<file path="src/hw/cpu_pkg.sv">
/*
 * CPU package
 * Widths, instruction encodings, ALU operations and the stage register
 * layouts shared by the five-stage integer pipeline
 */
`default_nettype none

package cpu_pkg;

    typedef logic [31:0] word_t;    // data word or byte address
    typedef logic [4:0]  reg_addr_t;
    typedef logic [5:0]  opcode_t;
    typedef logic [5:0]  funct_t;

    localparam opcode_t OP_RTYPE = 6'h00;
    localparam opcode_t OP_ADDI  = 6'h08;
    localparam opcode_t OP_LW    = 6'h23;
    localparam opcode_t OP_SW    = 6'h2b;
    localparam opcode_t OP_BEQ   = 6'h04;
    localparam opcode_t OP_BNE   = 6'h05;

    localparam funct_t FN_ADD = 6'h20;
    localparam funct_t FN_SUB = 6'h22;
    localparam funct_t FN_AND = 6'h24;
    localparam funct_t FN_OR  = 6'h25;
    localparam funct_t FN_SLT = 6'h2a;

    typedef enum logic [2:0] {
        ALU_ADD,
        ALU_SUB,
        ALU_AND,
        ALU_OR,
        ALU_SLT
    } alu_op_t;

    // all zero is the bubble
    typedef struct packed {
        logic    reg_write;
        logic    mem_read;
        logic    mem_write;
        logic    alu_src_imm;   // second operand from the immediate
        alu_op_t alu_op;
        logic    is_branch;
        logic    branch_ne;     // bne when set, beq otherwise
        logic    illegal;       // undefined encoding, traps in writeback
    } ctrl_t;

    typedef struct packed {
        ctrl_t     ctrl;
        word_t     pc;
        word_t     rs_val;
        word_t     rt_val;
        word_t     imm;         // sign extended
        reg_addr_t dst;
    } de_t;

    typedef struct packed {
        ctrl_t     ctrl;
        word_t     pc;
        word_t     alu_result;
        word_t     store_data;
        reg_addr_t dst;
    } em_t;

    typedef struct packed {
        ctrl_t     ctrl;
        word_t     pc;
        word_t     alu_result;
        word_t     load_data;
        reg_addr_t dst;
    } mw_t;

endpackage

`default_nettype wire

</file>
<file path="src/hw/fetch_stage.sv">
/*
 * Fetch stage
 * Program counter, instruction memory with its load port and the
 * fetch/decode register
 */
`default_nettype none

module fetch_stage #(
    parameter int IMEM_WORDS = 64
) (
    input  logic           SYS_clk,
    input  logic           SYS_reset,
    input  logic           run,
    input  logic           stall,
    input  logic           freeze,
    input  logic           branch_taken,
    input  cpu_pkg::word_t branch_target,
    input  logic           prog_we,
    input  cpu_pkg::word_t prog_addr,
    input  cpu_pkg::word_t prog_data,
    output cpu_pkg::word_t fd_instr,
    output cpu_pkg::word_t fd_pc
);
    import cpu_pkg::*;

    localparam int IAW = $clog2(IMEM_WORDS);

    word_t pc;
    word_t imem [IMEM_WORDS];

    always_ff @(posedge SYS_clk)
    begin
        if (prog_we)
            imem[prog_addr[IAW-1:0]] <= prog_data;   // word index, wraps at depth
    end

    always_ff @(posedge SYS_clk or posedge SYS_reset)
    begin
        if (SYS_reset)
        begin
            pc       <= '0;
            fd_instr <= '0;
            fd_pc    <= '0;
        end
        else if (!freeze && !stall)
        begin
            if (branch_taken)
            begin
                pc       <= branch_target;
                fd_instr <= '0;             // squash the word behind the branch
            end
            else if (run)
            begin
                pc       <= pc + 32'd4;
                fd_instr <= imem[pc[IAW+1:2]];
            end
            else
                fd_instr <= '0;             // idle, bubbles only
            fd_pc <= pc;
        end
    end

    // branch targets come from decode, so alignment covers both paths
    a_pc_aligned: assert property (@(posedge SYS_clk) disable iff (SYS_reset)
        pc[1:0] == 2'b00);

endmodule

`default_nettype wire

</file>
<file path="config.mk">
export PLATFORM = sky130hd
export DESIGN_NAME = fetch_stage
export DESIGN_NICKNAME = d
export VERILOG_FILES = /design/src/hw/cpu_pkg.sv /design/src/hw/fetch_stage.sv
export SDC_FILE = /design/constraint.sdc
export NUM_CORES = 2
export LEC_CHECK = 0
export BUFFER_PORTS_ARGS = -buffer_cell sky130_fd_sc_hd__buf_4
export CORE_MARGIN = 10
export CORE_UTILIZATION = 48
export DETAILED_ROUTE_END_ITERATION = 10
export PLACE_DENSITY = 0.72
export SLEW_MARGIN = 40
export SYNTH_ARGS = -nofsm -noshare
export SYNTH_HDL_FRONTEND = slang
export SYNTH_SLANG_ARGS = --single-unit
</file>
<file path="constraint.sdc">
create_clock -name SYS_clk -period 3.2 [get_ports SYS_clk]
set_input_delay 0 -clock SYS_clk [delete_from_list [all_inputs] [get_ports SYS_clk]]
set_output_delay 0 -clock SYS_clk [all_outputs]
set_load 0.01 [all_outputs]
</file>
Word-level counts from Yosys, hierarchy flattened --
Memories as Yosys holds them, arrays and structs flattened. Cells that the tools add are included. W data, S select, Z words.
Storage, ports and cells: output and inout port bits 64, register bits after elaboration 96, input port bits 103, memories 1, bits in writable memories 2048, word-level logic and storage cells 16
Memory list:
- imem | depth 64, bits a word 32, rd ports 1, clocked after memory_dff 0, wr ports 1, line fetch_stage.sv:29 | word_t imem [IMEM_WORDS];
Operators by class: add/subtract/negate cells 1, mux-type cells 6, reduce and logical (&&, ||, !) cells 5
Operators by type and width (count):
- $mux W32 | 4
- $add A32 B3 Y32 const B | 1
- $logic_not A1 Y1 | 2
- $mux W1 | 2
- $reduce_and A2 Y1 | 1
- $reduce_bool A2 Y1 | 1
- $logic_and A1 B1 Y1 | 1

Logic depth before layout (Yosys ltp) --
word-level depth 3, gate-level depth with buffers 11, mapped depth without buffers 6

Worst setup path after synthesis --
Ideal clock, no wire load.
path kind in2reg, start point input prog_addr[3], end point memory imem[48][0] in the netlist's numbering, enable pin, required time 2.739 ns, setup slack 0.015 ns, cell stages on the path 4, data arrival time 2.724 ns, buffers on the path 1, cells stage by stage clkbuf_1 nor2b_1 nand4b_1 nor3_1
RTL lines:
- start: declaration | line fetch_stage.sv:19 | input cpu_pkg::word_t prog_addr,
- end: declaration | line fetch_stage.sv:29
No word-level cell before the write port.

Worst setup path in the final report --
start point register pc[2], end point register pc[28]
On the way: longest elaborated chain between the ends 3
RTL lines:
- start: declaration | line fetch_stage.sv:28 | word_t pc;
- start signal: assignment | line fetch_stage.sv:49 | pc <= branch_target;
- start signal: assignment | line fetch_stage.sv:54 | pc <= pc + 32'd4;
- $add A32 B3 Y32 | line fetch_stage.sv:54
- $mux W32 | line fetch_stage.sv:52 | else if (run)
- $mux W32 | line fetch_stage.sv:47 | if (branch_taken)
Every way passes these cells. The select of a mux whose other input is x is not followed. A chain may end at the register's enable or synchronous reset.

==> impl_metrics.tcl <==
set metrics [dict create \
    max-clock-path-buffers 3 \
    clkLatencyLatePin_ns 0.82 \
    htree_num_levels 4 \
    powerDensity_nw_per_um2 666 \
    finalPower_mw 64.1 \
    finalSetupViolCount 0 \
    maxSlewHeadroom_pct 41.3 \
    maxCapViolCount 0 \
    grt_pass1_wl_um 315000 \
    drcViolationCount 0 \
    synth-seq-cells 2144 \
    wirelength_um 218000 \
    drtPass1Iterations 5 \
    skew_ns 0.0457 \
    clk_pin_slew_ns 0.06 \
    swShare_pct 24.5 \
    critPathRequiredTime_ns 3.89 \
    cp-end-kind "flop" \
    hold_end "imem[29][26]" \
    syn-cell-area_um2 82900 \
    layout.nets 4662 \
    path_max_fanout 25 \
    grt_pass1_vias 44400 \
    hold_depth 4 \
    grt.total_usage_pct 22.5 \
    status "complete, no violations" \
    dp.final_hpwl_um 124000 \
    initialDrtViolationCount 5407 \
    drv_slew 0 \
    gr-total-overflow 0 \
    pwr-share-clk_pct 36.5 \
    viasPerCell 6.27 \
    ys_warn_count 0 \
    p_leak_nw 31.0 \
    initial_utilization_pct 48.3 \
    critPathKind "flop to flop" \
    tritoncts "yes" \
    core_um2 172000 \
    synth_commonest_cells "edfxtp_1, mux2i_1, mux4_2" \
    async_flop_share_pct 4.48 \
    port_buffers 140 \
    area_growth_syn_to_layout_pct 16.2 \
    rows 152 \
    ys_seq_area_share_pct 77.1 \
    ant_nets 0 \
    die_h_um 436 \
    power_frac_comb_pct 14.4 \
    cp.arrival_ns 3.76 \
    synthFlopType "edfxtp_1" \
    drive_above_1_share_pct 24.6 \
    hp-start "prog_addr[3]" \
    fin_crit_ns 3.07 \
    fp.dieW_um 436 \
    tns_ns 0 \
    fp.dieArea_um2 190000 \
    cts-root-buf "clkbuf_16" \
    power_switching_mw 15.7 \
    ys_top_cells_by_area "edfxtp_1, mux4_2, mux2i_1, dfrtp_1, a22oi_1" \
    vias 44200 \
    critPathLaunchType "flop" \
    p_int_mw 48.4 \
    rsz0062_at_grt "false" \
    place_congestion 0.825 \
    netlist_instances 4102 \
    yosysTopAreaCellShare_pct 74.2 \
    cts_sinks 2144 \
    grt_max_degree 65 \
    fin_crit_sh_pct 95.8 \
    routedWlPerCell_um 30.9 \
    ir_worst_vdd_mv 0.554 \
    antenna_found_initial 4 \
    reg2regPathDepth 9 \
    yosysTopAreaCell "edfxtp_1" \
    syn_avg_cell_area_um2 20.2 \
    max_freq_mhz 326 \
    timing.rr.start "pc[2]" \
    syn_nets 4206 \
    yosysUniqueCellTypes 75 \
    io_pins 167 \
    numCtsBuffers 202 \
    synth_edf_count 2048 \
    instances_no_fill 7043 \
    rrSetupSlack_ns 0.13 \
    dp_cells 6534 \
    worstMarginPinSlew_ns 0.866 \
    synth_most_common_cell "edfxtp_1" \
    finalHoldViolCount 0 \
    rr_endpoint "pc[28]" \
    p_seq_share_pct 49.1 \
    min_path_type "input port to flop" \
]
==> metrics by stage <==
step | hold slack [ns] | instance area (um2) | setup WS [ns] | utilization (%)
after floorplan | 0.0989 | 82900 | 0.0147 | -
after detailed placement | 0.166 | 88500 | 0.320 | 51.5
after CTS | 0.0404 | 96200 | 0.0375 | 56.0
after global placement | 0.161 | 88500 | 0.242 | 51.5
final | 0.0266 | 96300 | 0.134 | 56.1
after global routing | 0.0135 | 96300 | 0.0245 | 56.1
==> cell type report <==
| cell class | instances | area (um2) |
|---|---|---|
| antenna | 6 | 15.0 |
| clock buffer | 263 | 5500 |
| clock inverter | 110 | 1020 |
| fill | 12500 | 75400 |
| inverter | 10 | 41.3 |
| multi-input combinational | 1705 | 18300 |
| sequential | 2144 | 63900 |
| tap | 2310 | 2890 |
| timing repair buffer | 495 | 4710 |
==> state kept, by name, indices dropped and copies added, names as in the netlist <==
name      cells
imem       2048
pc           32
fd_pc        32
fd_instr     32
==> critical path: stages, from the launching register on <==
cell	delay, ns
dfrtp_4	0.47
buf_12	0.20
buf_12	0.23
ha_1	0.26
nand3_1	0.11
or2_2	0.40
or4_1	0.48
o21ai_0	0.09
a22oi_1	0.08
dlygate4sd3_1	0.59
==> layout by cell type (no fill, tap or decap), types with 32 or more instances in the layout <==
cell           synthesis  routed
clkinv_1               2      32
clkbuf_1              92      42
clkinv_2               0      45
mux4_2               343     343
a22oi_1              115     115
edfxtp_1            2048    2048
nor2_4                 1      64
nand2_1              168     167
mux2_2                45      45
clkbuf_16              0     204
a21oi_1               80      80
dlygate4sd3_1          0     124
mux2i_1              352     352
buf_4                 41     315
dfrtp_1               96      91
buf_12                 0      54
o21ai_0               66      66
==> how the worst max path moves through the flow <==
stage               cells past startpoint          from            to
floorplan                               4  prog_addr[3]   imem[48][0]
global placement                        8         pc[3]  fd_instr[10]
detailed placement                      9         pc[2]  fd_instr[14]
CTS                                     7         pc[4]         pc[7]
global route                            9         pc[2]         pc[8]
finish                                  9         pc[2]        pc[28]
==> metal layers <==
layer / vias up / GRT usage (%) / routed length (um)
li1: 18000 / - / -
met1: 23100 / 30.8 / 82900
met2: 2659 / 36.2 / 105000
met3: 375 / 4.56 / 22400
met4: 2 / 7.67 / 7940
met5: - / 0 / 20
==> power by group through the flow <==
stage               Combinational, mW  Clock [mW]  Sequential (mW)
detailed placement               8.86           0             32.2
global route                     9.72        24.8             31.5
global placement                 8.75           0             32.1
finish                           9.21        23.4             31.5
CTS                              9.10        23.7             31.6
floorplan                        5.57           0             32.0
==> kinds of logic after synthesis <==
kind of cell,count (synthesis),share of synthesized area [%]
flops,2144,77.1
mux,740,14.2
compound gates,527,4.60
simple gates,437,2.57
buf+inv,253,1.57
fa+ha+maj,1,0.0151
==> what timing repair did <==
item | in CTS | in global routing
setup buffers | 0 | 3
endpoints found under the hold margin | 2316 | 5
endpoints found under the setup margin | 0 | 9
hold buffers | 122 | 2
gates resized for setup | 0 | 1
Power figures use the tool's default switching activity.
