[src/hw/cpu_pkg.sv]
/*
 * CPU package
 * Widths, instruction encodings, ALU operations and the stage register
 * layouts shared by the five-stage integer pipeline
 */
`default_nettype none

package cpu_pkg;

    typedef logic [31:0] word_t;    // data word or byte address
    typedef logic [4:0]  reg_addr_t;
    typedef logic [5:0]  opcode_t;
    typedef logic [5:0]  funct_t;

    localparam opcode_t OP_RTYPE = 6'h00;
    localparam opcode_t OP_ADDI  = 6'h08;
    localparam opcode_t OP_LW    = 6'h23;
    localparam opcode_t OP_SW    = 6'h2b;
    localparam opcode_t OP_BEQ   = 6'h04;
    localparam opcode_t OP_BNE   = 6'h05;

    localparam funct_t FN_ADD = 6'h20;
    localparam funct_t FN_SUB = 6'h22;
    localparam funct_t FN_AND = 6'h24;
    localparam funct_t FN_OR  = 6'h25;
    localparam funct_t FN_SLT = 6'h2a;

    typedef enum logic [2:0] {
        ALU_ADD,
        ALU_SUB,
        ALU_AND,
        ALU_OR,
        ALU_SLT
    } alu_op_t;

    // all zero is the bubble
    typedef struct packed {
        logic    reg_write;
        logic    mem_read;
        logic    mem_write;
        logic    alu_src_imm;   // second operand from the immediate
        alu_op_t alu_op;
        logic    is_branch;
        logic    branch_ne;     // bne when set, beq otherwise
        logic    illegal;       // undefined encoding, traps in writeback
    } ctrl_t;

    typedef struct packed {
        ctrl_t     ctrl;
        word_t     pc;
        word_t     rs_val;
        word_t     rt_val;
        word_t     imm;         // sign extended
        reg_addr_t dst;
    } de_t;

    typedef struct packed {
        ctrl_t     ctrl;
        word_t     pc;
        word_t     alu_result;
        word_t     store_data;
        reg_addr_t dst;
    } em_t;

    typedef struct packed {
        ctrl_t     ctrl;
        word_t     pc;
        word_t     alu_result;
        word_t     load_data;
        reg_addr_t dst;
    } mw_t;

endpackage

`default_nettype wire

[src/hw/reg_file.sv]
/*
 * Register file
 * 32 registers, two read ports and a debug port, with a same-cycle
 * write forwarded to the readers
 */
`default_nettype none

module reg_file (
    input  logic               SYS_clk,
    input  logic               SYS_reset,
    input  cpu_pkg::reg_addr_t rs_addr,
    input  cpu_pkg::reg_addr_t rt_addr,
    input  logic               wr_en,
    input  cpu_pkg::reg_addr_t wr_addr,
    input  cpu_pkg::word_t     wr_data,
    input  cpu_pkg::reg_addr_t dbg_addr,
    output cpu_pkg::word_t     rs_data,
    output cpu_pkg::word_t     rt_data,
    output cpu_pkg::word_t     dbg_data
);
    import cpu_pkg::*;

    word_t regs [32];

    function automatic word_t read_port(input reg_addr_t addr);
        if (addr == '0)
            return '0;
        else if (wr_en && wr_addr == addr)
            return wr_data;                 // write-through
        else
            return regs[addr];
    endfunction

    always_comb
    begin
        rs_data  = read_port(rs_addr);
        rt_data  = read_port(rt_addr);
        dbg_data = read_port(dbg_addr);
    end

    always_ff @(posedge SYS_clk or posedge SYS_reset)
    begin
        if (SYS_reset)
        begin
            for (int i = 0; i < 32; i++)
                regs[i] <= '0;
        end
        else if (wr_en && wr_addr != '0)   // r0 stays zero
            regs[wr_addr] <= wr_data;
    end

endmodule

`default_nettype wire

[config.mk]
export PLATFORM = sky130hd
export DESIGN_NAME = reg_file
export DESIGN_NICKNAME = d
export VERILOG_FILES = /design/src/hw/cpu_pkg.sv /design/src/hw/reg_file.sv
export SDC_FILE = /design/constraint.sdc
export NUM_CORES = 2
export LEC_CHECK = 0
export BUFFER_PORTS_ARGS = -buffer_cell sky130_fd_sc_hd__buf_2
export CORE_AREA = 3 3 465 467
export DETAILED_ROUTE_END_ITERATION = 16
export DIE_AREA = 0 0 468 470
export PLACE_DENSITY = 0.55
export SYNTH_ARGS = -nofsm -noshare
export SYNTH_HDL_FRONTEND = slang
export SYNTH_SLANG_ARGS = --single-unit
[constraint.sdc]
create_clock -name SYS_clk -period 38.5 [get_ports SYS_clk]
set_input_delay 1.925 -clock SYS_clk [delete_from_list [all_inputs] [get_ports SYS_clk]]
set_output_delay 1.925 -clock SYS_clk [all_outputs]
set_load 0.01 [all_outputs]
Word level (Yosys, flattened, before mapping)
Cells that the tools add are included.

cells by class
  $lt $le $gt $ge = 5
  muxes and demuxes = 18
  reductions and logical operators = 9
  bitwise operators = 4
  equality and inequality tests = 3

operators by type and width
  kind                number
  $bwmux 1024         1
  $bmux 32 s5         3
  $mux 32             13
  $demux 32 s5        1
  $ge 6x6->1 const B  4
  $not 5->6           4
  $eq 5x5->1          3
  $logic_not 5->1     3
  $lt 6x1->1 const B  1
  $logic_and 1x1->1   5
  $reduce_bool 5->1   1

word-level totals
  logic and storage cells = 71
  input port bits = 55
  output and inout port bits = 96
  bits in registers = 1024

Logic depth before layout (Yosys ltp)
  word-level depth = 6
  gate-level depth with buffers = 10
  depth with buffers taken out = 5

Least setup slack after synthesis
Ideal clock, no wire load.

  path kind = input to output
  from = input rt_addr[0]
  to = output rt_data[10]
  slack = 33.002 ns
  cell stages on the path = 7
  arrival time = 3.573 ns
  path buffers = 3
  cell sequence = buf_2 -> buf_6 -> buf_2 -> mux4_2 -> a22oi_1 -> nand2_1 -> a32o_1

on the way
  word-level cells in the longest chain between the ends = 6
  elaborated cells on any way between the ends = 9
  classes of those cells = 1 x eq/ne; 5 x mux; 1 x bitwise; 2 x reduce/logical

ends and longest elaborated chain
  item                                        RTL line        RTL
  start: declaration                          reg_file.sv:12  input cpu_pkg::reg_addr_t rt_addr,
  $not 5->6 (implied by the code)             reg_file.sv:31  return regs[addr];
  $bmux 32 s5                                 reg_file.sv:31
  $mux 32 (implied by the code) (2 in a row)  reg_file.sv:31
  $mux 32                                     reg_file.sv:28  else if (wr_en && wr_addr == addr)
  $mux 32 *                                   reg_file.sv:26  if (addr == '0)
  end: declaration                            reg_file.sv:18  output cpu_pkg::word_t rt_data,

Mark *: on every way between the ends. The rest lies on a longest branch, timed or not. The select of a mux whose other input is x is not followed.

Final worst setup path
  from = input rs_addr[0]
  to = output rs_data[3]

on the way
  word-level cells in the longest chain between the ends = 6
  elaborated cells on any way between the ends = 9
  classes of those cells = 1 x eq/ne; 5 x mux; 1 x bitwise; 2 x reduce/logical

ends and longest elaborated chain
  item                                        RTL line        RTL
  start: declaration                          reg_file.sv:11  input cpu_pkg::reg_addr_t rs_addr,
  $not 5->6 (implied by the code)             reg_file.sv:31
  $bmux 32 s5                                 reg_file.sv:31
  $mux 32 (implied by the code) (2 in a row)  reg_file.sv:31
  $mux 32                                     reg_file.sv:28
  $mux 32 *                                   reg_file.sv:26
  end: declaration                            reg_file.sv:17  output cpu_pkg::word_t rs_data,

Marks and branches as above.

==> run_results.csv <==
group,metric,value,unit
grt,overflow,0,
floorplan,ios,151,
grt,grt_max_degree,158,
logic_synthesis,ys_seq_elements,1024,
route,routed_via_density,6.33,
sta,maxSlewViolCount,0,
critical_path,cp.required,36580,ps
logic_synthesis,yosys.area.top_type,"dfrtp_1",
clocking,ctsResizeCount,0,
clocking,numCtsBuffers,116,
power_and_ir_drop,p_per_area,50.0,mW/mm²
logic_synthesis,yosysWarnings,0,
clocking,cts_tree,"yes",
route,wl,267000,µm
clocking,cts_setup_buffers,0,
logic_synthesis,synthCells,4598,
sta,holdWs,405,ps
clocking,clock_latency,730,ps
cells_and_area,final_nets,4497,
route,vias,46700,
route,drc,0,
sta,setup_viol_count_final,0,
cells_and_area,synthToLayoutAreaGrowth,10.9,%
sta,worst_slew_margin_rel,13.5,%
floorplan,die_x,468,µm
floorplan,dieArea,0.220,mm²
grt,grt_pass1_wl,372000,µm
clocking,htree_levels,3,
logic_synthesis,ys.flop_type,"dfrtp_1",
sta,hold_viol,0,
logic_synthesis,synth_edf_count,0,
logic_synthesis,synthArstFlopShare,100,%
clocking,clkTransAtPathRegs,60,ps
logic_synthesis,syn-cell-area,0.0636,mm²
route,ant_nets,0,
route,wl_per_cell,36.3,µm
sta,fin_crit_sh,22.7,%
clocking,cts.sinks,1024,
critical_path,worstSetupEndpointType,"primary output",
clocking,root_buffer,"clkbuf_16",
logic_synthesis,synth_cell_types,70,
placement,place_congestion,0.858,
status,status,"complete, no violations",
route,drtIter0Drc,6114,
critical_path,worst_setup_path_start_kind,"primary input",
sta,fmax,114,MHz
clocking,postCtsHoldBufs,0,
clocking,cts_max_path_buffers,3,
floorplan,core,0.212,mm²
logic_synthesis,synthesis.nets,4653,
logic_synthesis,yosys.area.top_type_share,40.3,%
grt,grt_pass1_vias,46100,
min_path,hp-class,"flip-flop to flip-flop",
cells_and_area,fillCellCount,20600,
critical_path,worst-setup-path-type,"primary input to primary output",
grt,grt_use_total,23.6,%
critical_path,critPathMaxFanout,54,
cells_and_area,largest_reg_flops,1024,
logic_synthesis,synthTopCellsByArea,"dfrtp_1, mux4_2, mux2_2",
sta,rsz0062_at_grt,"false",
power_and_ir_drop,power_leakage,29.4,nW
logic_synthesis,syn_area_per_cell,13.8,µm²
floorplan,num_rows,169,
floorplan,die_height,470,µm
floorplan,initial_core_util,30.0,%
placement,hpwl,154000,µm
critical_path,critPathArrivalTime,6810,ps
sta,tns,0,ps
cells_and_area,drive_above_1_share,47.2,%
cells_and_area,regMostFlops,"regs",
run,max_cap_violations,0,
logic_synthesis,yosysSeqAreaShare,40.3,%
sta,finalCriticalPeriod,8740,ps
grt,antenna_found_initial,22,
sta,fin_worst_skew,0,ps
route,dr.pass1.iters,6,
power_and_ir_drop,ir_drop,35.9,µV
cells_and_area,top_regs,"regs (1024)",
placement,portBuffers,150,
sta,tightest_slew,1300,ps
==> worst max-delay path, stage by stage <==
cell and delay [ps]:
buf_8 450, buf_4 720, buf_4 750, buf_4 740
mux4_2 380, inv_1 50, a2111oi_0 500, nor4_1 170
a21oi_1 670, buf_2 260
==> through the flow <==
step | util [%] | power, W | instances | area [µm²] | worst slack, ps
5_1_grt | 33.3 | 0.00366 | 7358 | 70500 | 29500
6_report | 33.3 | 0.00353 | 7367 | 70500 | 29760
3_3_place_gp | 31.3 | 0.00232 | 7145 | 66500 | 29670
2_1_floorplan | - | 0.00207 | 4598 | 63600 | 7760
4_1_cts | 33.2 | 0.00353 | 7356 | 70500 | 29620
3_5_place_dp | 31.3 | 0.00234 | 7145 | 66500 | 29630
==> synth_stat cells, types with 41 or more instances <==
cell and count:
a21oi_1 98, a22oi_1 163, buf_1 56, buf_2 163, buf_4 41, clkbuf_1 244, dfrtp_1 1024, mux2_2 997
mux2i_1 331, mux4_2 599, nand2_1 137, nand3_1 68, nor2_1 66, o21ai_0 60, o22ai_1 81
==> per-layer routing <==
metal | GRT usage (%) | wire (µm)
met1 | 30.3 | 102000
met2 | 36.6 | 122000
met3 | 6.03 | 26900
met4 | 12.6 | 16500
met5 | 0 | 42
==> path summary, 6_finish.rpt <==
kind | start | depth (start not counted) | to | slack, ps
min in group asynchronous | SYS_reset | 2 | regs[857] | 1290
min | regs[1018] | 0 | regs[1018] | 400
max in group asynchronous | SYS_reset | 5 | regs[626] | 33870
min reg2reg | regs[1018] | 0 | regs[1018] | 400
max | rs_addr[0] | 10 | rs_data[3] | 29760
max reg2reg | regs[729] | 1 | regs[729] | 37670
==> layout make-up <==
class | count | area [µm²] | area share (%)
inverters | 8 | 37.5 | 0.0532
repair buffers | 279 | 1830 | 2.60
diodes | 11 | 27.5 | 0.0390
flip-flops and latches | 1024 | 25600 | 36.3
multi-input cells | 3013 | 35500 | 50.3
clock inverters | 47 | 609 | 0.864
clock buffers | 164 | 3420 | 4.84
well taps | 2821 | 3530 | 5.00
==> cell families (layout without fill, tap and decap cells) <==
kind of cell	after synthesis	after routing	share of synthesized area, %
multiplexers	1932	1932	44.3
flip-flops	1024	1024	40.3
AO/OA/AOI/OAI	682	682	7.76
buffers and inverters	561	498	4.54
AND/OR/NAND/NOR	384	384	2.95
XOR/XNOR	15	15	0.207
other	0	11	0
==> where the power goes <==
group	switching [W]	leakage (nW)	internal (W)	total [W]
Sequential	0.000207	13.1	0.00128	0.00149
Clock	0.000488	2.00	0.000702	0.00119
Combinational	0.000381	14.3	0.000469	0.000850
==> layout by cell type, fill, tap and decap left out, drive strengths merged, types with 13 or more instances in the layout <==
master	count
a32o	34
nand2	137
a221o	19
mux4	604
buf	278
clkinv	26
o221ai	36
a22o	16
clkbuf	165
mux2i	331
a21oi	98
a221oi	43
bufinv	13
o21a	16
o21ai	62
dfrtp	1024
o211ai	21
inv	13
a211oi	37
nor2	66
nand3	68
nor2b	17
mux2	997
o22ai	81
a22oi	163
o22a	14
Note: power is estimated with default switching activity, not from simulation.
