**config.mk**
```make
export PLATFORM = sky130hd
export DESIGN_NAME = hazard_unit
export DESIGN_NICKNAME = d
export VERILOG_FILES = /design/src/hw/cpu_pkg.sv /design/src/hw/hazard_unit.sv
export SDC_FILE = /design/constraint.sdc
export NUM_CORES = 1
export LEC_CHECK = 0
export BUFFER_PORTS_ARGS = -buffer_cell sky130_fd_sc_hd__buf_2
export CAP_MARGIN = 20
export CORE_AREA = 2 2 39 41
export DETAILED_ROUTE_END_ITERATION = 8
export DIE_AREA = 0 0 41 43
export SYNTH_ARGS = -nofsm -noshare
export SYNTH_HDL_FRONTEND = slang
export SYNTH_SLANG_ARGS = --single-unit
export TNS_END_PERCENT = 1
```
**constraint.sdc**
```tcl
create_clock -name vclk -period 1.5
set_input_delay 0.225 -clock vclk [all_inputs]
set_output_delay 0.225 -clock vclk [all_outputs]
set_load 0.01 [all_outputs]
```
**src/hw/cpu_pkg.sv**
```systemverilog
/*
 * CPU package
 * Widths, instruction encodings, ALU operations and the stage register
 * layouts shared by the five-stage integer pipeline
 */
`default_nettype none

package cpu_pkg;

    typedef logic [31:0] word_t;    // data word or byte address
    typedef logic [4:0]  reg_addr_t;
    typedef logic [5:0]  opcode_t;
    typedef logic [5:0]  funct_t;

    localparam opcode_t OP_RTYPE = 6'h00;
    localparam opcode_t OP_ADDI  = 6'h08;
    localparam opcode_t OP_LW    = 6'h23;
    localparam opcode_t OP_SW    = 6'h2b;
    localparam opcode_t OP_BEQ   = 6'h04;
    localparam opcode_t OP_BNE   = 6'h05;

    localparam funct_t FN_ADD = 6'h20;
    localparam funct_t FN_SUB = 6'h22;
    localparam funct_t FN_AND = 6'h24;
    localparam funct_t FN_OR  = 6'h25;
    localparam funct_t FN_SLT = 6'h2a;

    typedef enum logic [2:0] {
        ALU_ADD,
        ALU_SUB,
        ALU_AND,
        ALU_OR,
        ALU_SLT
    } alu_op_t;

    // all zero is the bubble
    typedef struct packed {
        logic    reg_write;
        logic    mem_read;
        logic    mem_write;
        logic    alu_src_imm;   // second operand from the immediate
        alu_op_t alu_op;
        logic    is_branch;
        logic    branch_ne;     // bne when set, beq otherwise
        logic    illegal;       // undefined encoding, traps in writeback
    } ctrl_t;

    typedef struct packed {
        ctrl_t     ctrl;
        word_t     pc;
        word_t     rs_val;
        word_t     rt_val;
        word_t     imm;         // sign extended
        reg_addr_t dst;
    } de_t;

    typedef struct packed {
        ctrl_t     ctrl;
        word_t     pc;
        word_t     alu_result;
        word_t     store_data;
        reg_addr_t dst;
    } em_t;

    typedef struct packed {
        ctrl_t     ctrl;
        word_t     pc;
        word_t     alu_result;
        word_t     load_data;
        reg_addr_t dst;
    } mw_t;

endpackage

`default_nettype wire

```
**src/hw/hazard_unit.sv**
```systemverilog
/*
 * Hazard unit
 * Stalls decode on a pending writer in execute or a load in memory,
 * and forwards a memory-stage ALU result into decode
 */
`default_nettype none

module hazard_unit (
    input  cpu_pkg::reg_addr_t rs_addr,
    input  cpu_pkg::reg_addr_t rt_addr,
    input  logic               src_uses_rt,
    input  cpu_pkg::ctrl_t     ex_ctrl,
    input  cpu_pkg::reg_addr_t ex_dst,
    input  cpu_pkg::ctrl_t     mem_ctrl,
    input  cpu_pkg::reg_addr_t mem_dst,
    output logic               stall,
    output logic               fwd_rs,
    output logic               fwd_rt
);
    logic ex_rs;
    logic ex_rt;
    logic mem_rs;
    logic mem_rt;
    logic stall_rs;
    logic stall_rt;

    assign ex_rs  = ex_ctrl.reg_write && ex_dst != '0 && ex_dst == rs_addr;
    assign ex_rt  = ex_ctrl.reg_write && ex_dst != '0 && ex_dst == rt_addr && src_uses_rt;
    assign mem_rs = mem_ctrl.reg_write && mem_dst != '0 && mem_dst == rs_addr;
    assign mem_rt = mem_ctrl.reg_write && mem_dst != '0 && mem_dst == rt_addr && src_uses_rt;

    assign stall_rs = ex_rs || (mem_rs && mem_ctrl.mem_read);   // load data not ready yet
    assign stall_rt = ex_rt || (mem_rt && mem_ctrl.mem_read);
    assign stall    = stall_rs || stall_rt;

    // younger writer in execute wins over memory
    assign fwd_rs = mem_rs && !mem_ctrl.mem_read && !ex_rs;
    assign fwd_rt = mem_rt && !mem_ctrl.mem_read && !ex_rt;

endmodule

`default_nettype wire

```
; ---- Word-level counts from Yosys, hierarchy flattened
; Cells that the tools add are included.
[op_classes]
n_eq_ne = 4
reduce_logical = 22
[ops]
columns = op, n
row1 = $eq 5x5->1, 4
row2 = $logic_and 1x1->1, 14
row3 = $reduce_bool 5->1, 2
row4 = $logic_not 1->1, 3
row5 = $logic_or 1x1->1, 3
[word_totals]
ff_bits = 0
inputBits = 41
output_inout_bits = 3
wordCells = 26

; ---- Longest topological paths before layout
; Gate-level depths: netlist of the first run.
[depth]
word_depth = 7
mapped_depth = 5

; ---- Least setup slack after synthesis of the first run
; OpenSTA, ideal clock, no wires.
[synth_timing]
kind = input to output
start = in ex_dst[1]
end = out stall
arrival_time_ns = 1.374
slack_ns = -0.099
stages = 4
path_cell_list = or4_1 -> o21ai_1 -> nor3_1 -> or3_1
[synth_via]
elab_chain_len = 6
word_cells_on_any_way = 10
classes_between = eq/ne: 2 / reduce/logical: 8
[synth_rtl]
columns = item, line
row1 = "start, declared", hazard_unit.sv:13  ; input cpu_pkg::reg_addr_t ex_dst,
row2 = $reduce_bool 5->1, "hazard_unit.sv:27, hazard_unit.sv:28"
row3 = $logic_and 1x1->1, "hazard_unit.sv:27, hazard_unit.sv:28"
row4 = $logic_and 1x1->1 (2 in series), hazard_unit.sv:28  ; assign ex_rt = ex_ctrl.reg_write && ex_dst != '0 && ex_dst == rt_addr && src_uses_rt;
row5 = $logic_or 1x1->1, hazard_unit.sv:33  ; assign stall_rt = ex_rt || (mem_rt && mem_ctrl.mem_read);
row6 = $logic_or 1x1->1 *, hazard_unit.sv:34  ; assign stall = stall_rs || stall_rt;
row7 = "end, declared", hazard_unit.sv:16  ; output logic stall,
; Every way passes the cells marked *; elsewhere a longest branch is shown, timed or not.

; ---- Worst setup path in the final report of the first run
[layout_timing]
start = in ex_dst[3]
end = out stall
; Same word-level chain as after synthesis.

==> results of run 1 <==
==> power by group through the flow <==
stage	clock network, mW	logic (mW)	registers [mW]
6_report	0	0.148	0
5_1_grt	0	0.162	0
4_1_cts	0	0.149	0
3_5_place_dp	0	0.138	0
3_3_place_gp	0	0.136	0
2_1_floorplan	0	0.0556	0
==> synth_stat cells <==
library cell and number:
xnor2_1 11, xor2_1 9, nor3_1 4, nand3_1 3
nor4_1 2, o211ai_1 2, or4_1 2, a21oi_1 1
inv_1 1, nand2_1 1, nand4_1 1, o21ai_1 1
or3_1 1
==> cell type report <==
class / instances / area [sq um] / share of cell area [%]
inverter: 1 / 3.75 / 0.647
tap: 16 / 20.0 / 3.45
timing repair buffer: 39 / 238 / 40.9
multi-input combinational: 38 / 319 / 55.0
==> worst max-delay path, delay by kind of cell <==
family	cells	cell delay [ns]
AO/OA/AOI/OAI	1	0.16
buffers and inverters	2	0.22
AND/OR/NAND/NOR	3	0.98
==> metrics by stage <==
step	instance area, sq um	util, %
final	581	42.0
after global routing	581	42.0
after CTS	581	42.0
after detailed placement	529	38.2
after global placement	529	38.2
after floorplan	292	-
==> repair_timing <==
action / CTS / global route
cloned: 0 / 0
endpoints found under the hold margin: 0 / 0
pin swaps: 8 / 1
buffers inserted: 1 / 0
setup endpoints to repair: 3 / 3
gates resized for setup: 8 / 0
==> per-layer routing <==
| metal | global-route usage (%) | vias to the layer above |
|---|---|---|
| met3 | 0 | 0 |
| met1 | 13.9 | 188 |
| met5 | 0 | - |
| met4 | 0 | 0 |
| met2 | 26.3 | 16 |
| li1 | - | 219 |
==> worst paths after layout <==
check / startpoint / end / slack, ns / depth (start not counted)
max: ex_dst[3] / stall / -0.31 / 6
min: src_uses_rt / fwd_rt / 0.84 / 4
==> kinds of logic (layout without fill, tap and decap cells) <==
kind of cell,count (synthesis),count (layout),share of synthesized area (%)
buf+inv,1,40,1.33
simple gates,14,14,27.9
xor+xnor,20,20,61.9
compound gates,4,4,8.84
==> results.cfg, run 1 <==
[power]
power.switching_fraction_pct = 43.2
pwr-share-comb_pct = 100.0
p_int_mw = 0.0839
pwr-share-clk_pct = 0
report.power.total_mw = 0.148
irDropWorstVdd_mv = 0.103
pwr-share-seq_pct = 0
p_per_area_nw_per_um2 = 255
total_leakage_power_nw = 0.262
power.switching_mw = 0.0639

[critical_path]
critPathMostFrequentCell = buf_6
setup.worst_path.start_class = input pin
critPathMaxFanout = 2
worst_path_max_delay_cell = or4_4
timing_worst_setup_path_type = in2out
critical_path.cell_chain = buf_6 -> or4_4 -> o21ai_4 -> nor3_2 -> or3_4 -> buf_6
critPathCaptureType = output pin
timing.critical_path.arrival_ns = 1.59
critPathMaxStageDelay_ns = 0.54
worstPathRequired_ns = 1.27

[routing]
vias_per_cell = 4.50
initialDrtViolationCount = 1
detailroute.via_count = 423
drc = 0
routed-wl-met3_microns = 66
wl_microns = 957
top_layer = met3
detail-route-antenna-nets = 0
routedLengthMet1_microns = 334
wl_met2_microns = 555
post_drt_wl_per_cell_microns = 10.2
detail_route.first_pass.iterations = 4

[final_layout]
synthToLayoutAreaGrowth_pct = 105
layout.cells.most_common = buf_2
clock_buffer_count = 0
fraction_of_final_layout_cells_sized_beyond_drive_strength_1_pct = 59.0
antennaDiodeCount = 0
area_taken_by_flip_flops_and_latches_sq_um = 0
layout_common_cells = buf_2, buf_4, xnor2_1
layout.cells.non_filler = 94
seq_cells = 0
num-fill-cells = 154
finish.net_count = 121

[placement]
dpl_worst_slack_ns = -0.364
gpl.final_weighted_congestion = 0.761
detailed_placement_wirelength_estimate_microns = 889
port-buffer-count = 27
numPlacedInstances = 93

[timing]
timing_max_transition_violations_final = 0
finalSetupViolCount = 3
hold-worst-slack_ns = 0.839
hold_violations = 0
min_period_over_period_pct = 121
maxSlewHeadroom_pct = 82.5
timing_worst_slew_pin_value_ns = 0.260
max_freq_mhz = 552
final.min_clock_period_ns = 1.81
rsz0062_at_grt = yes
final_critical_path_setup_slack_ns = -0.310
tns_ns = -0.682

[run_status]
failed_checks = setup timing
status = finished with violations

[synthesis]
synth.cell_area_sq_um = 283
synth.net_count = 80
post-synth-top-area-cell = xnor2_1
synth.lib_cells_used.distinct = 13
synth_top_area_share_pct = 34.1
syn-instance-count = 39
synth_seq_area_share_pct = 0
yosys_warnings = 0
syn_avg_cell_area_sq_um = 7.25
post_synth_main_area_contributors = xnor2_1, xor2_1, nor3_1

[global_route]
grt_remaining_overflow = 0
pin_count_of_the_biggest_net_entering_global_routing = 4
first_pass_grt_wire_length_microns = 1660
grt_pass1_vias = 452
grt.total_usage_pct = 12.8
initial_antenna_violation_count = 0

[floorplan]
floorplan.initialDensity_pct = 20.4
design.portCount = 44
row_count = 14
die_x_microns = 41
core_area_sq_um = 1380
dieHeight_microns = 43
design.die.area_sq_um = 1760

[run]
max_cap_violations = 0

[hold_path]
hold_path.class = in2out

[clock_tree]
ctsHoldBuffers = 0
Note: power is estimated with default switching activity, not from simulation.
==> inputs of run 2 (changes only) <==
- REMOVE_ABC_BUFFERS: not set -> 1
==> run 2 against run 1 <==
Against the previous run:
- final cell count shrank 4.3%
- wire length shrank 8.4%
- non-clock buffer count fell by 4
- fmax increased by 0.96%
- highest routed layer unchanged
- the flow still finishes with violations (setup timing)
- largest cell class unchanged
- die area did not move
- sequential cell count did not move
==> results.cfg, run 2 (synthesized netlist as in run 1, its figures left out) <==
[critical_path]
timing.critical_path.depth = 6
cp_num_buf_inv = 2
critPathMaxStageDelay_ns = 0.52
worst_path_max_delay_cell = or4_4
timing_worst_setup_path_type = in2out
critPathMaxFanout = 2
critical_path.cell_chain = buf_2 -> or4_4 -> o21ai_2 -> nor3_1 -> or3_1 -> buf_2
critPathCaptureType = output pin
setup.worst_path.start_class = input pin
crit_path_end = stall
timing.critical_path.arrival_ns = 1.57
startpoint = ex_dst[1]
worstPathRequired_ns = 1.27
path_delay_family = simple AND/OR/NAND/NOR gates
critPathMostFrequentCell = buf_2

[final_layout]
layout.cells.most_common = buf_2
finish.net_count = 117
clock_buffer_count = 0
area_taken_by_flip_flops_and_latches_sq_um = 0
fraction_of_final_layout_cells_sized_beyond_drive_strength_1_pct = 51.4
antennaDiodeCount = 0
synthToLayoutAreaGrowth_pct = 84.5
seq_cells = 0
layout_common_cells = buf_2, xnor2_1, xor2_1
layout.cells.non_filler = 90

[floorplan]
core_area_sq_um = 1380
row_count = 14
die_x_microns = 41
design.portCount = 44
design.die.area_sq_um = 1760
dieHeight_microns = 43
floorplan.initialDensity_pct = 20.4

[routing]
detail_route.first_pass.iterations = 2
wl_met2_microns = 447
routed-wl-met3_microns = 92
initialDrtViolationCount = 3
drc = 0
vias_per_cell = 4.43
detail-route-antenna-nets = 0
top_layer = met3
detailroute.via_count = 399
wl_microns = 877
post_drt_wl_per_cell_microns = 9.74
routedLengthMet1_microns = 337

[power]
p_per_area_nw_per_um2 = 256
p_int_mw = 0.0769
pwr-share-seq_pct = 0
report.power.total_mw = 0.134
power.switching_mw = 0.0567
power.switching_fraction_pct = 42.4
pwr-share-clk_pct = 0
irDropWorstVdd_mv = 0.0821
total_leakage_power_nw = 0.244
pwr-share-comb_pct = 100.0

[timing]
finalSetupViolCount = 3
min_period_over_period_pct = 120
rsz0062_at_grt = yes
final.min_clock_period_ns = 1.79
maxSlewHeadroom_pct = 77.4
final_critical_path_setup_slack_ns = -0.293
hold_violations = 0
timing_max_transition_violations_final = 0
timing_worst_slew_pin_value_ns = 0.336
max_freq_mhz = 558
tns_ns = -0.531

[hold_path]
hold_path.class = in2out

[placement]
port-buffer-count = 27
numPlacedInstances = 90
detailed_placement_wirelength_estimate_microns = 843
gpl.final_weighted_congestion = 0.783

[clock_tree]
buffers_inserted_by_post_cts_timing_repair = 0
ctsHoldBuffers = 0

[global_route]
grt_pass1_vias = 394
grt_remaining_overflow = 0
pin_count_of_the_biggest_net_entering_global_routing = 5
initial_antenna_violation_count = 0
grt.total_usage_pct = 11.3
first_pass_grt_wire_length_microns = 1470

[run]
max_cap_violations = 0

[run_status]
status = finished with violations
failed_checks = setup timing
## run 2: per-layer routing
metal | vias up | global-route usage [%]
met5 | - | 0
met4 | 0 | 0
met3 | 0 | 0
met2 | 16 | 21.9
met1 | 172 | 13.6
li1 | 211 | -
## run 2: worst min-delay path by stage
stage                  end  slack, ns        start  depth (start not counted)
floorplan           fwd_rt       0.58  src_uses_rt                          2
global placement    fwd_rt       0.82  src_uses_rt                          4
detailed placement  fwd_rt       0.82  src_uses_rt                          4
CTS                 fwd_rt       0.83  src_uses_rt                          4
global route        fwd_rt       0.89  src_uses_rt                          4
finish              fwd_rt       0.84  mem_ctrl[9]                          4
## run 2: area by class of cell
| type | count | area (sq um) |
|---|---|---|
| well taps | 16 | 20.0 |
| multi-input cells | 38 | 290 |
| fillers | 160 | 862 |
| inverters | 1 | 3.75 |
| repair buffers | 35 | 208 |
## run 2: repair_timing
item                                    in CTS  in global routing
endpoints found under the setup margin       3                  3
resized for setup                            2                  3
pin swaps                                    1                  5
## run 2: stage by stage
step	utilization, %	area [sq um]	worst slack, ns	hold WS, ns
after floorplan	-	283	-0.0993	0.584
after global placement	36.0	498	-0.315	0.822
after detailed placement	36.0	498	-0.327	0.824
after CTS	36.5	505	-0.297	0.830
after global routing	37.7	522	-0.365	0.889
final	37.7	522	-0.293	0.844
## run 2: power groups by stage
| stage | sequential (mW) | combinational (mW) | clock (mW) |
|---|---|---|---|
| final | 0 | 0.134 | 0 |
| after CTS | 0 | 0.132 | 0 |
| after detailed placement | 0 | 0.129 | 0 |
| after global routing | 0 | 0.149 | 0 |
| after global placement | 0 | 0.129 | 0 |
| after floorplan | 0 | 0.0540 | 0 |
