## config.mk

```make
export PLATFORM = sky130hd
export DESIGN_NAME = decode_stage
export DESIGN_NICKNAME = d
export VERILOG_FILES = /design/src/hw/cpu_pkg.sv /design/src/hw/decode_stage.sv
export SDC_FILE = /design/constraint.sdc
export NUM_CORES = 1
export LEC_CHECK = 0
export BUFFER_PORTS_ARGS = -buffer_cell sky130_fd_sc_hd__buf_4
export CORE_ASPECT_RATIO = 1.4
export CORE_MARGIN = 4
export CORE_UTILIZATION = 45
export CTS_BUF_LIST = sky130_fd_sc_hd__clkbuf_8
export DETAILED_ROUTE_END_ITERATION = 8
export PLACE_DENSITY = 0.75
export SYNTH_ARGS = -nofsm -noshare
export SYNTH_HDL_FRONTEND = slang
export SYNTH_SLANG_ARGS = --single-unit
```

## constraint.sdc

```tcl
create_clock -name SYS_clk -period 5.2 [get_ports SYS_clk]
set_input_delay 0.78 -clock SYS_clk [delete_from_list [all_inputs] [get_ports SYS_clk]]
set_output_delay 0.78 -clock SYS_clk [all_outputs]
set_load 0.01 [all_outputs]
```

## src/hw/cpu_pkg.sv

```systemverilog
/*
 * CPU package
 * Widths, instruction encodings, ALU operations and the stage register
 * layouts shared by the five-stage integer pipeline
 */
`default_nettype none

package cpu_pkg;

    typedef logic [31:0] word_t;    // data word or byte address
    typedef logic [4:0]  reg_addr_t;
    typedef logic [5:0]  opcode_t;
    typedef logic [5:0]  funct_t;

    localparam opcode_t OP_RTYPE = 6'h00;
    localparam opcode_t OP_ADDI  = 6'h08;
    localparam opcode_t OP_LW    = 6'h23;
    localparam opcode_t OP_SW    = 6'h2b;
    localparam opcode_t OP_BEQ   = 6'h04;
    localparam opcode_t OP_BNE   = 6'h05;

    localparam funct_t FN_ADD = 6'h20;
    localparam funct_t FN_SUB = 6'h22;
    localparam funct_t FN_AND = 6'h24;
    localparam funct_t FN_OR  = 6'h25;
    localparam funct_t FN_SLT = 6'h2a;

    typedef enum logic [2:0] {
        ALU_ADD,
        ALU_SUB,
        ALU_AND,
        ALU_OR,
        ALU_SLT
    } alu_op_t;

    // all zero is the bubble
    typedef struct packed {
        logic    reg_write;
        logic    mem_read;
        logic    mem_write;
        logic    alu_src_imm;   // second operand from the immediate
        alu_op_t alu_op;
        logic    is_branch;
        logic    branch_ne;     // bne when set, beq otherwise
        logic    illegal;       // undefined encoding, traps in writeback
    } ctrl_t;

    typedef struct packed {
        ctrl_t     ctrl;
        word_t     pc;
        word_t     rs_val;
        word_t     rt_val;
        word_t     imm;         // sign extended
        reg_addr_t dst;
    } de_t;

    typedef struct packed {
        ctrl_t     ctrl;
        word_t     pc;
        word_t     alu_result;
        word_t     store_data;
        reg_addr_t dst;
    } em_t;

    typedef struct packed {
        ctrl_t     ctrl;
        word_t     pc;
        word_t     alu_result;
        word_t     load_data;
        reg_addr_t dst;
    } mw_t;

endpackage

`default_nettype wire

```

## src/hw/decode_stage.sv

```systemverilog
/*
 * Decode stage
 * Instruction decode, operand select with forwarding from memory,
 * early branch resolution and the decode/execute register
 */
`default_nettype none

module decode_stage (
    input  logic               SYS_clk,
    input  logic               SYS_reset,
    input  cpu_pkg::word_t     fd_instr,
    input  cpu_pkg::word_t     fd_pc,
    input  cpu_pkg::word_t     rs_data,
    input  cpu_pkg::word_t     rt_data,
    input  logic               fwd_rs,
    input  logic               fwd_rt,
    input  cpu_pkg::word_t     mem_result,
    input  logic               stall,
    input  logic               freeze,
    output cpu_pkg::reg_addr_t rs_addr,
    output cpu_pkg::reg_addr_t rt_addr,
    output logic               src_uses_rt,
    output cpu_pkg::de_t       de,
    output logic               branch_taken,
    output cpu_pkg::word_t     branch_target
);
    import cpu_pkg::*;

    opcode_t   opcode;
    funct_t    funct;
    reg_addr_t dst;
    ctrl_t     ctrl;
    logic      bad;
    word_t     imm;
    word_t     rs_val;
    word_t     rt_val;

    assign opcode  = fd_instr[31:26];
    assign funct   = fd_instr[5:0];
    assign rs_addr = fd_instr[25:21];
    assign rt_addr = fd_instr[20:16];
    assign imm     = {{16{fd_instr[15]}}, fd_instr[15:0]};

    always_comb
    begin
        ctrl        = '0;
        bad         = 1'b0;
        dst         = rt_addr;              // i-type writes rt
        src_uses_rt = 1'b0;
        case (opcode)
            OP_RTYPE:
            begin
                src_uses_rt    = 1'b1;
                dst            = fd_instr[15:11];
                ctrl.reg_write = 1'b1;
                case (funct)
                    FN_ADD:  ctrl.alu_op = ALU_ADD;
                    FN_SUB:  ctrl.alu_op = ALU_SUB;
                    FN_AND:  ctrl.alu_op = ALU_AND;
                    FN_OR:   ctrl.alu_op = ALU_OR;
                    FN_SLT:  ctrl.alu_op = ALU_SLT;
                    default: bad = 1'b1;
                endcase
            end
            OP_ADDI:
            begin
                ctrl.reg_write   = 1'b1;
                ctrl.alu_src_imm = 1'b1;
            end
            OP_LW:
            begin
                ctrl.reg_write   = 1'b1;
                ctrl.mem_read    = 1'b1;
                ctrl.alu_src_imm = 1'b1;
            end
            OP_SW:
            begin
                src_uses_rt      = 1'b1;    // store data
                ctrl.mem_write   = 1'b1;
                ctrl.alu_src_imm = 1'b1;
            end
            OP_BEQ, OP_BNE:
            begin
                src_uses_rt    = 1'b1;
                ctrl.is_branch = 1'b1;
                ctrl.branch_ne = (opcode == OP_BNE);
            end
            default: bad = 1'b1;
        endcase

        if (fd_instr == '0)
            ctrl = '0;                      // all-zero word is the bubble
        else if (bad)
        begin
            ctrl         = '0;
            ctrl.illegal = 1'b1;
        end
    end

    assign rs_val        = fwd_rs ? mem_result : rs_data;
    assign rt_val        = fwd_rt ? mem_result : rt_data;
    assign branch_target = fd_pc + 32'd4 + {imm[29:0], 2'b00};
    assign branch_taken  = ctrl.is_branch && ((rs_val == rt_val) != ctrl.branch_ne) && !stall;

    always_ff @(posedge SYS_clk or posedge SYS_reset)
    begin
        if (SYS_reset)
            de <= '0;
        else if (!freeze)
        begin
            if (stall)
                de <= '0;                   // bubble into execute
            else
                de <= '{ctrl: ctrl, pc: fd_pc, rs_val: rs_val, rt_val: rt_val,
                        imm: imm, dst: dst};
        end
    end

    // a stalled instruction stays in decode until its operands are ready
    a_hold_on_stall: assert property (@(posedge SYS_clk) disable iff (SYS_reset)
        stall |=> fd_instr == $past(fd_instr) && fd_pc == $past(fd_pc));

endmodule

`default_nettype wire

```

# == Word level (Yosys, flattened, before mapping) ==
# Cells that the tools add are included.
# op_classes
add_sub_neg,2
n_eq_ne,12
n_mux,16
n_reduce_logical,11
# op_table
op,n
2-to-1 mux 143 bit,1
2-to-1 mux 32 bit,2
equality test 6 bit (second input constant),7
adder 32 x 3 -> 32 bit (second input constant),1
adder 32 bit,1
equality test 32 bit,1
zero test 32 bit,1
2-to-1 mux 10 bit,2
equality test 6 x 3 -> 1 bit (second input constant),2
one-hot mux 3 bit (4 select lines),1
OR reduction 5 bit,2
equality test 6 x 4 -> 1 bit (second input constant),1
zero test 6 bit,1
2-to-1 mux 1 bit,6
OR reduction 3 bit,2
2-to-1 mux 5 bit,1
OR reduction 4 bit,1
2-to-1 mux 3 bit,1
logical AND 1 bit,2
2-to-1 mux 2 bit,1
one-hot mux 1 bit (2 select lines),1
OR reduction 2 bit,1
zero test 1 bit,1
inequality test 1 bit,1
# word_totals
regBits,143
in_bits,166
output_inout_bits,187
wordCells,54

# == Logic depth before layout (Yosys ltp) ==
# Gate-level depths: netlist (run 1).
# depth
depth_word,9
ltp_mapped,12
mapped_depth_nobuf,12

# == Worst setup path before layout (run 1) ==
# OpenSTA, ideal clock, no wires.
# synth_timing
kind,input-to-output
from,input port fd_instr[1]
to,output port branch_target[31]
t_arrival_ns,2.953
required_ns,4.420
slack_ns,1.467
cell_stages,10
path_buffers,0
path_cell_list,ha_1 > ha_1 > fa_1 > a21o_1 > a21oi_1 > o21ai_0 > nand4_1 > o211a_1 > a211oi_1 > a211oi_1
# synth_between
elab_chain_cells,1
# synth_lines
element,line,text
"start, declared",decode_stage.sv:11,"input cpu_pkg::word_t fd_instr,"
adder 32 bit,decode_stage.sv:102,"assign branch_target = fd_pc + 32'd4 + {imm[29:0], 2'b00};"
"end, declared",decode_stage.sv:25,output cpu_pkg::word_t branch_target
# No other way between the ends.

# == Final worst setup path (run 1) ==
# layout_timing
from,input port fd_instr[1]
to,output port branch_target[29]
# The elaborated chain is that of the path after synthesis.

==> results.ini, run 1 <==
[placed_design]
place_inst = 1453
portBuffers = 352
finalWeightedCongestion = 0.928
hpwl_um = 23700

[setup_path]
cp_max_fo = 7
path_delay_family = compound AO/OA/AOI/OAI gates
crit_path_start = fd_instr[1]
crit_type = input pin to output port
critPathBufInv = 2
cpPeakStageDelay_ps = 480
cp_data_required_time_ps = 4420
endpoint_kind = output port
cp_cell_sequence = buf_4, ha_1, ha_1, fa_1, a21o_1, a21oi_1, o21ai_0, a2bb2oi_1, o2111a_1, o41ai_1, xor2_1, buf_4
crit_arrival_ps = 3550
cp_slowest_cell = o21ai_0
timing.rr.start = de[35]
critical_path.startpoint_type = input pin

[cts]
postCtsSetupBuffers = 0
ctsResizeCount = 0
clk_latency_ps = 450
root_buffer = clkbuf_8
htreeDepth = 4
cts_buffers = 17
clock_sinks = 127
hold_buffers = 0
clk_transition_reported_paths_ps = 90
cts_tree = done
cts_buffer_depth = 2

[yosys]
ys_seq_area_share_pct = 36.2
synth_cells = 920
synth_nets = 1144
synth-edff-count = 0
yosysUniqueCellTypes = 67
synthesis.area_um2 = 8780
synth_seq_cells = 127
ys.flop_type = dfrtp_1
avgSynthCellArea_um2 = 9.55
yosys_warnings = 0
synth-async-reset-ratio_pct = 100

[floorplanning]
start_util_pct = 45.7
rows = 60
core-area_um2 = 19200
dieArea_um2 = 21800
die_h_um = 173
die_w_um = 126
io_pins = 353

[cells_and_area]
final_nets = 1448
stdcell_count = 1485
n_antenna_cell = 0
seqCellArea_um2 = 3180
final_cell_mix = buf_4, dfrtp_1, nand2_1
final_util_pct = 61.2
fillCellCount = 1720
multi_input_area_um2 = 5100
regMostFlops = de
drive_gt1_share_pct = 32.7
largest_reg_flops = 127
reg_top3 = de: 127 flops
area_delta_synth_final_pct = 33.9
final_common_cell = buf_4

[grt]
grt_pass1_vias = 8554
grt-ovfl-total = 0
grt_usage_pct = 27.0
grt_first_pass_wirelength_um = 47000
grt_max_degree = 78
antenna_found_initial = 0

[power_and_ir_drop]
finalPower_mw = 3.10
leakage_nw = 5.89
power_switching_mw = 1.08
seq_power_share_pct = 35.9
p_clk_share_pct = 29.3
internal-power_mw = 2.01
ir_drop_uv = 146
p_sw_share_pct = 34.9
share_comb_of_total_power_pct = 34.8
p_per_area_nw_per_um2 = 263

[drt]
drtPass1Iterations = 5
num_vias = 8345
ant_nets = 0
via_per_inst = 5.62
drt_iter0_drc = 500
drc = 0
routedWlPerCell_um = 20.5
wirelength_um = 30500

[sta]
slew_headroom_pct = 25.7
finalCritPeriodShare_pct = 83.3
fmax_mhz = 231
tightestPinTransition_ps = 1110
final-setup-viol-count = 0
hold_viol = 0
skew_ps = 0
fin_setup_tns_ps = 0
period_needed_ps = 4330
slew_viol_final = 0
rsz0062_at_grt = false

[run_status]
outcome = finished clean

[flow_run]
cap_violations = 0

[min_path]
hold_class = input pin to asynchronous set/reset pin

## power groups by stage
stage	Sequential [mW]	Combinational, mW	Clock [mW]
detailed placement	1.13	1.08	0
CTS	1.11	1.08	0.922
global placement	1.13	1.07	0
finish	1.11	1.08	0.907
global route	1.12	1.16	0.967
floorplan	1.16	0.522	0
## layer usage
| layer | track usage (%) | share of wire (%) | vias up |
|---|---|---|---|
| li1 | - | - | 3916 |
| met1 | 30.7 | 38 | 4039 |
| met2 | 48.9 | 52 | 341 |
| met3 | 6.54 | 7.1 | 49 |
| met4 | 9.08 | 3.0 | 0 |
| met5 | 0 | 0 | - |
## synthesized netlist by cell type (4+ instances only)
library cell | instances | area (µm²)
and2_1 | 5 | 31.3
inv_1 | 24 | 90.1
a21o_1 | 14 | 105
a21oi_1 | 33 | 165
nor2_1 | 27 | 101
buf_2 | 4 | 20.0
nand2_1 | 98 | 368
xnor2_1 | 52 | 455
mux2i_1 | 70 | 701
o211ai_1 | 6 | 45.0
dfrtp_1 | 127 | 3180
a211oi_1 | 10 | 75.1
o21bai_1 | 5 | 37.5
ha_1 | 57 | 713
a31oi_1 | 5 | 31.3
buf_4 | 28 | 210
nand2b_1 | 4 | 25.0
a22o_1 | 49 | 429
o21ai_0 | 95 | 475
or3_1 | 4 | 25.0
nor3_1 | 11 | 55.1
xor2_1 | 55 | 482
nand4_1 | 12 | 75.1
nor4_1 | 15 | 93.8
nand3_1 | 9 | 45.0
o22ai_1 | 4 | 25.0
clkbuf_1 | 34 | 128
## final cells by class
class / count / share of cell area [%]
flip-flops and latches: 127 / 27.0
multi-input cells: 697 / 43.3
inverters: 24 / 0.808
clock buffers: 18 / 2.11
well taps: 248 / 2.64
repair buffers: 357 / 22.8
clock inverters: 14 / 1.32
## kinds of logic after synthesis
group | after synthesis | share of synthesized area (%)
DFF | 127 | 36.2
AOI/OAI and AO/OA | 257 | 19.5
buffers and inverters | 96 | 5.88
adders and majority gates | 58 | 8.35
muxes | 73 | 8.39
xor gates and xnor gates | 107 | 10.7
and+or+nand+nor | 202 | 11.0
## per-stage QoR
step	hold WS, ps	instance area [µm²]	setup slack, ps
after floorplan	509	8780	1040
after global placement	459	11400	973
after detailed placement	466	11400	888
after CTS	443	11800	889
after global routing	472	11800	607
final	438	11800	870
## worst paths after layout
check | to | slack, ps | depth (start not counted)
max | branch_target[29] | 870 | 12
min | de[9] | 440 | 2
max reg2reg | de[35] | 4210 | 1
min reg2reg | de[138] | 480 | 2
max in group asynchronous | de[80] | 3620 | 3
min in group SYS_clk | de[138] | 480 | 2
Note: power is estimated with default switching activity, not from simulation.
==> run 2, diff against run 1 <==
==> constraint.sdc (replaced) <==
create_clock -name SYS_clk -period 4.2 [get_ports SYS_clk]
set_input_delay 0.63 -clock SYS_clk [delete_from_list [all_inputs] [get_ports SYS_clk]]
set_output_delay 0.63 -clock SYS_clk [all_outputs]
set_load 0.01 [all_outputs]
==> run 2 against run 1 <==
Effect of this change:
- non-clock buffer count grew 3
- first-iteration DRC count grew 2.2%
- critical path depth is the same
- total power grew 29%
- register-to-register slack lost 990 ps
- combinational power grew 23%
- count of clock-buffer cells in the layout grew 2
- global-route usage is essentially flat
- design area grew 0.85%
- sequential share of layout area shrank 0.23 points
- worst setup slack lost 720 ps
- critical path type unchanged
==> results.ini, run 2 (synthesized netlist as in run 1, its figures left out) <==
[cells_and_area]
drive_gt1_share_pct = 32.9
largest_reg_flops = 127
regMostFlops = de
n_antenna_cell = 0
reg_top3 = de: 127 flops
final_nets = 1451
fillCellCount = 1629
final_cell_mix = buf_4, dfrtp_1, nand2_1
area_delta_synth_final_pct = 35.1
final_common_cell = buf_4

[grt]
antenna_found_initial = 0
grt_first_pass_wirelength_um = 47100
grt_pass1_vias = 8611
grt_usage_pct = 27.0
grt-ovfl-total = 0
grt_max_degree = 105

[sta]
hold_slack_ps = 404
slew_headroom_pct = 24.8
fin_setup_tns_ps = 0
slew_viol_final = 0
finalCritPeriodShare_pct = 96.5
fmax_mhz = 247
hold_viol = 0
final-setup-viol-count = 0
tightestPinTransition_ps = 1130
rsz0062_at_grt = false
period_needed_ps = 4050
fin_ws_ps = 148
skew_ps = 0

[floorplanning]
rows = 60
dieArea_um2 = 21800
die_h_um = 173
die_w_um = 126
core-area_um2 = 19200
start_util_pct = 45.7
io_pins = 353

[min_path]
min_delay_path_depth = 2
hold_class = input pin to flip-flop

[cts]
cts_buffers = 17
cts_tree = done
postCtsSetupBuffers = 0
clock_sinks = 127
htreeDepth = 4
cts_buffer_depth = 2
root_buffer = clkbuf_8
clk_transition_reported_paths_ps = 90
hold_buffers = 0
ctsResizeCount = 0
clk_latency_ps = 420

[setup_path]
rr_worst_depth = 1
timing.rr.start = de[35]
crit_path_start = fd_instr[1]
cp_data_required_time_ps = 3570
crit_type = input pin to output port
critPathCapture = branch_target[29]
critical_path.startpoint_type = input pin
cp_max_fo = 7
r2r_setup_slack_ps = 3220
timing.rr.end = de[35]
endpoint_kind = output port
crit_arrival_ps = 3420

[power_and_ir_drop]
leakage_nw = 5.95
share_comb_of_total_power_pct = 33.2
seq_power_share_pct = 34.4
power_switching_mw = 1.30
ir_drop_uv = 208
p_clk_share_pct = 32.3
p_per_area_nw_per_um2 = 337
p_sw_share_pct = 32.4
internal-power_mw = 2.70

[run_status]
outcome = finished clean

[drt]
drt_iter0_drc = 511
num_vias = 8293
ant_nets = 0
drc = 0
routedWlPerCell_um = 20.4
wirelength_um = 30400
via_per_inst = 5.57
drtPass1Iterations = 4

[placed_design]
finalWeightedCongestion = 0.903
portBuffers = 352
hpwl_um = 23700
preCtsSetupSlack_ps = 179

[flow_run]
cap_violations = 0

-- run 2: worst min path at each step --
stage,from,endpoint
2_1_floorplan,de[138],de[138]
3_3_place_gp,de[138],de[138]
3_5_place_dp,de[58],de[58]
4_1_cts,fd_pc[28],de[129]
5_1_grt,fd_pc[30],de[131]
6_report,fd_pc[28],de[129]
-- run 2: power groups by stage --
stage / Sequential, mW / Clock [mW] / Combinational [mW]
after floorplan: 1.44 / 0 / 0.646
after global placement: 1.40 / 0 / 1.32
after detailed placement: 1.40 / 0 / 1.33
after CTS: 1.38 / 1.33 / 1.33
after global routing: 1.39 / 1.36 / 1.44
final: 1.38 / 1.29 / 1.33
-- run 2: routing by layer --
layer / global-route usage, % / part of all wire, %
met1: 30.8 / 38
met2: 48.5 / 52
met4: 9.84 / 3.3
met3: 6.41 / 7.0
met5: 0 / 0
-- run 2: cell type report --
| cell class | instances | area (µm²) | share of cell area (%) |
|---|---|---|---|
| Inverter | 24 | 95.1 | 0.802 |
| Tap cell | 248 | 310 | 2.62 |
| Clock buffer | 20 | 275 | 2.32 |
| Clock inverter | 12 | 205 | 1.73 |
| Multi-Input combinational cell | 697 | 5100 | 43.0 |
| Sequential cell | 127 | 3180 | 26.8 |
| Timing Repair Buffer | 360 | 2700 | 22.8 |
-- run 2: worst max-delay path: stages --
cell and delay [ps]:
buf_4 140, ha_1 290, ha_1 240, fa_1 400, a21o_1 200, a21oi_1 280, o21ai_0 270, a2bb2oi_1 260
o2111a_1 280, o41ai_1 110, xor2_1 160, buf_4 160
-- run 2: stage by stage --
| stage | instances | instance area [µm²] | power [mW] | util, % |
|---|---|---|---|---|
| detailed placement | 1456 | 11400 | 2.73 | 59.2 |
| CTS | 1488 | 11900 | 4.04 | 61.7 |
| global route | 1488 | 11900 | 4.20 | 61.7 |
| global placement | 1456 | 11400 | 2.72 | 59.2 |
| floorplan | 920 | 8780 | 2.08 | - |
| finish | 1488 | 11900 | 4.00 | 61.7 |
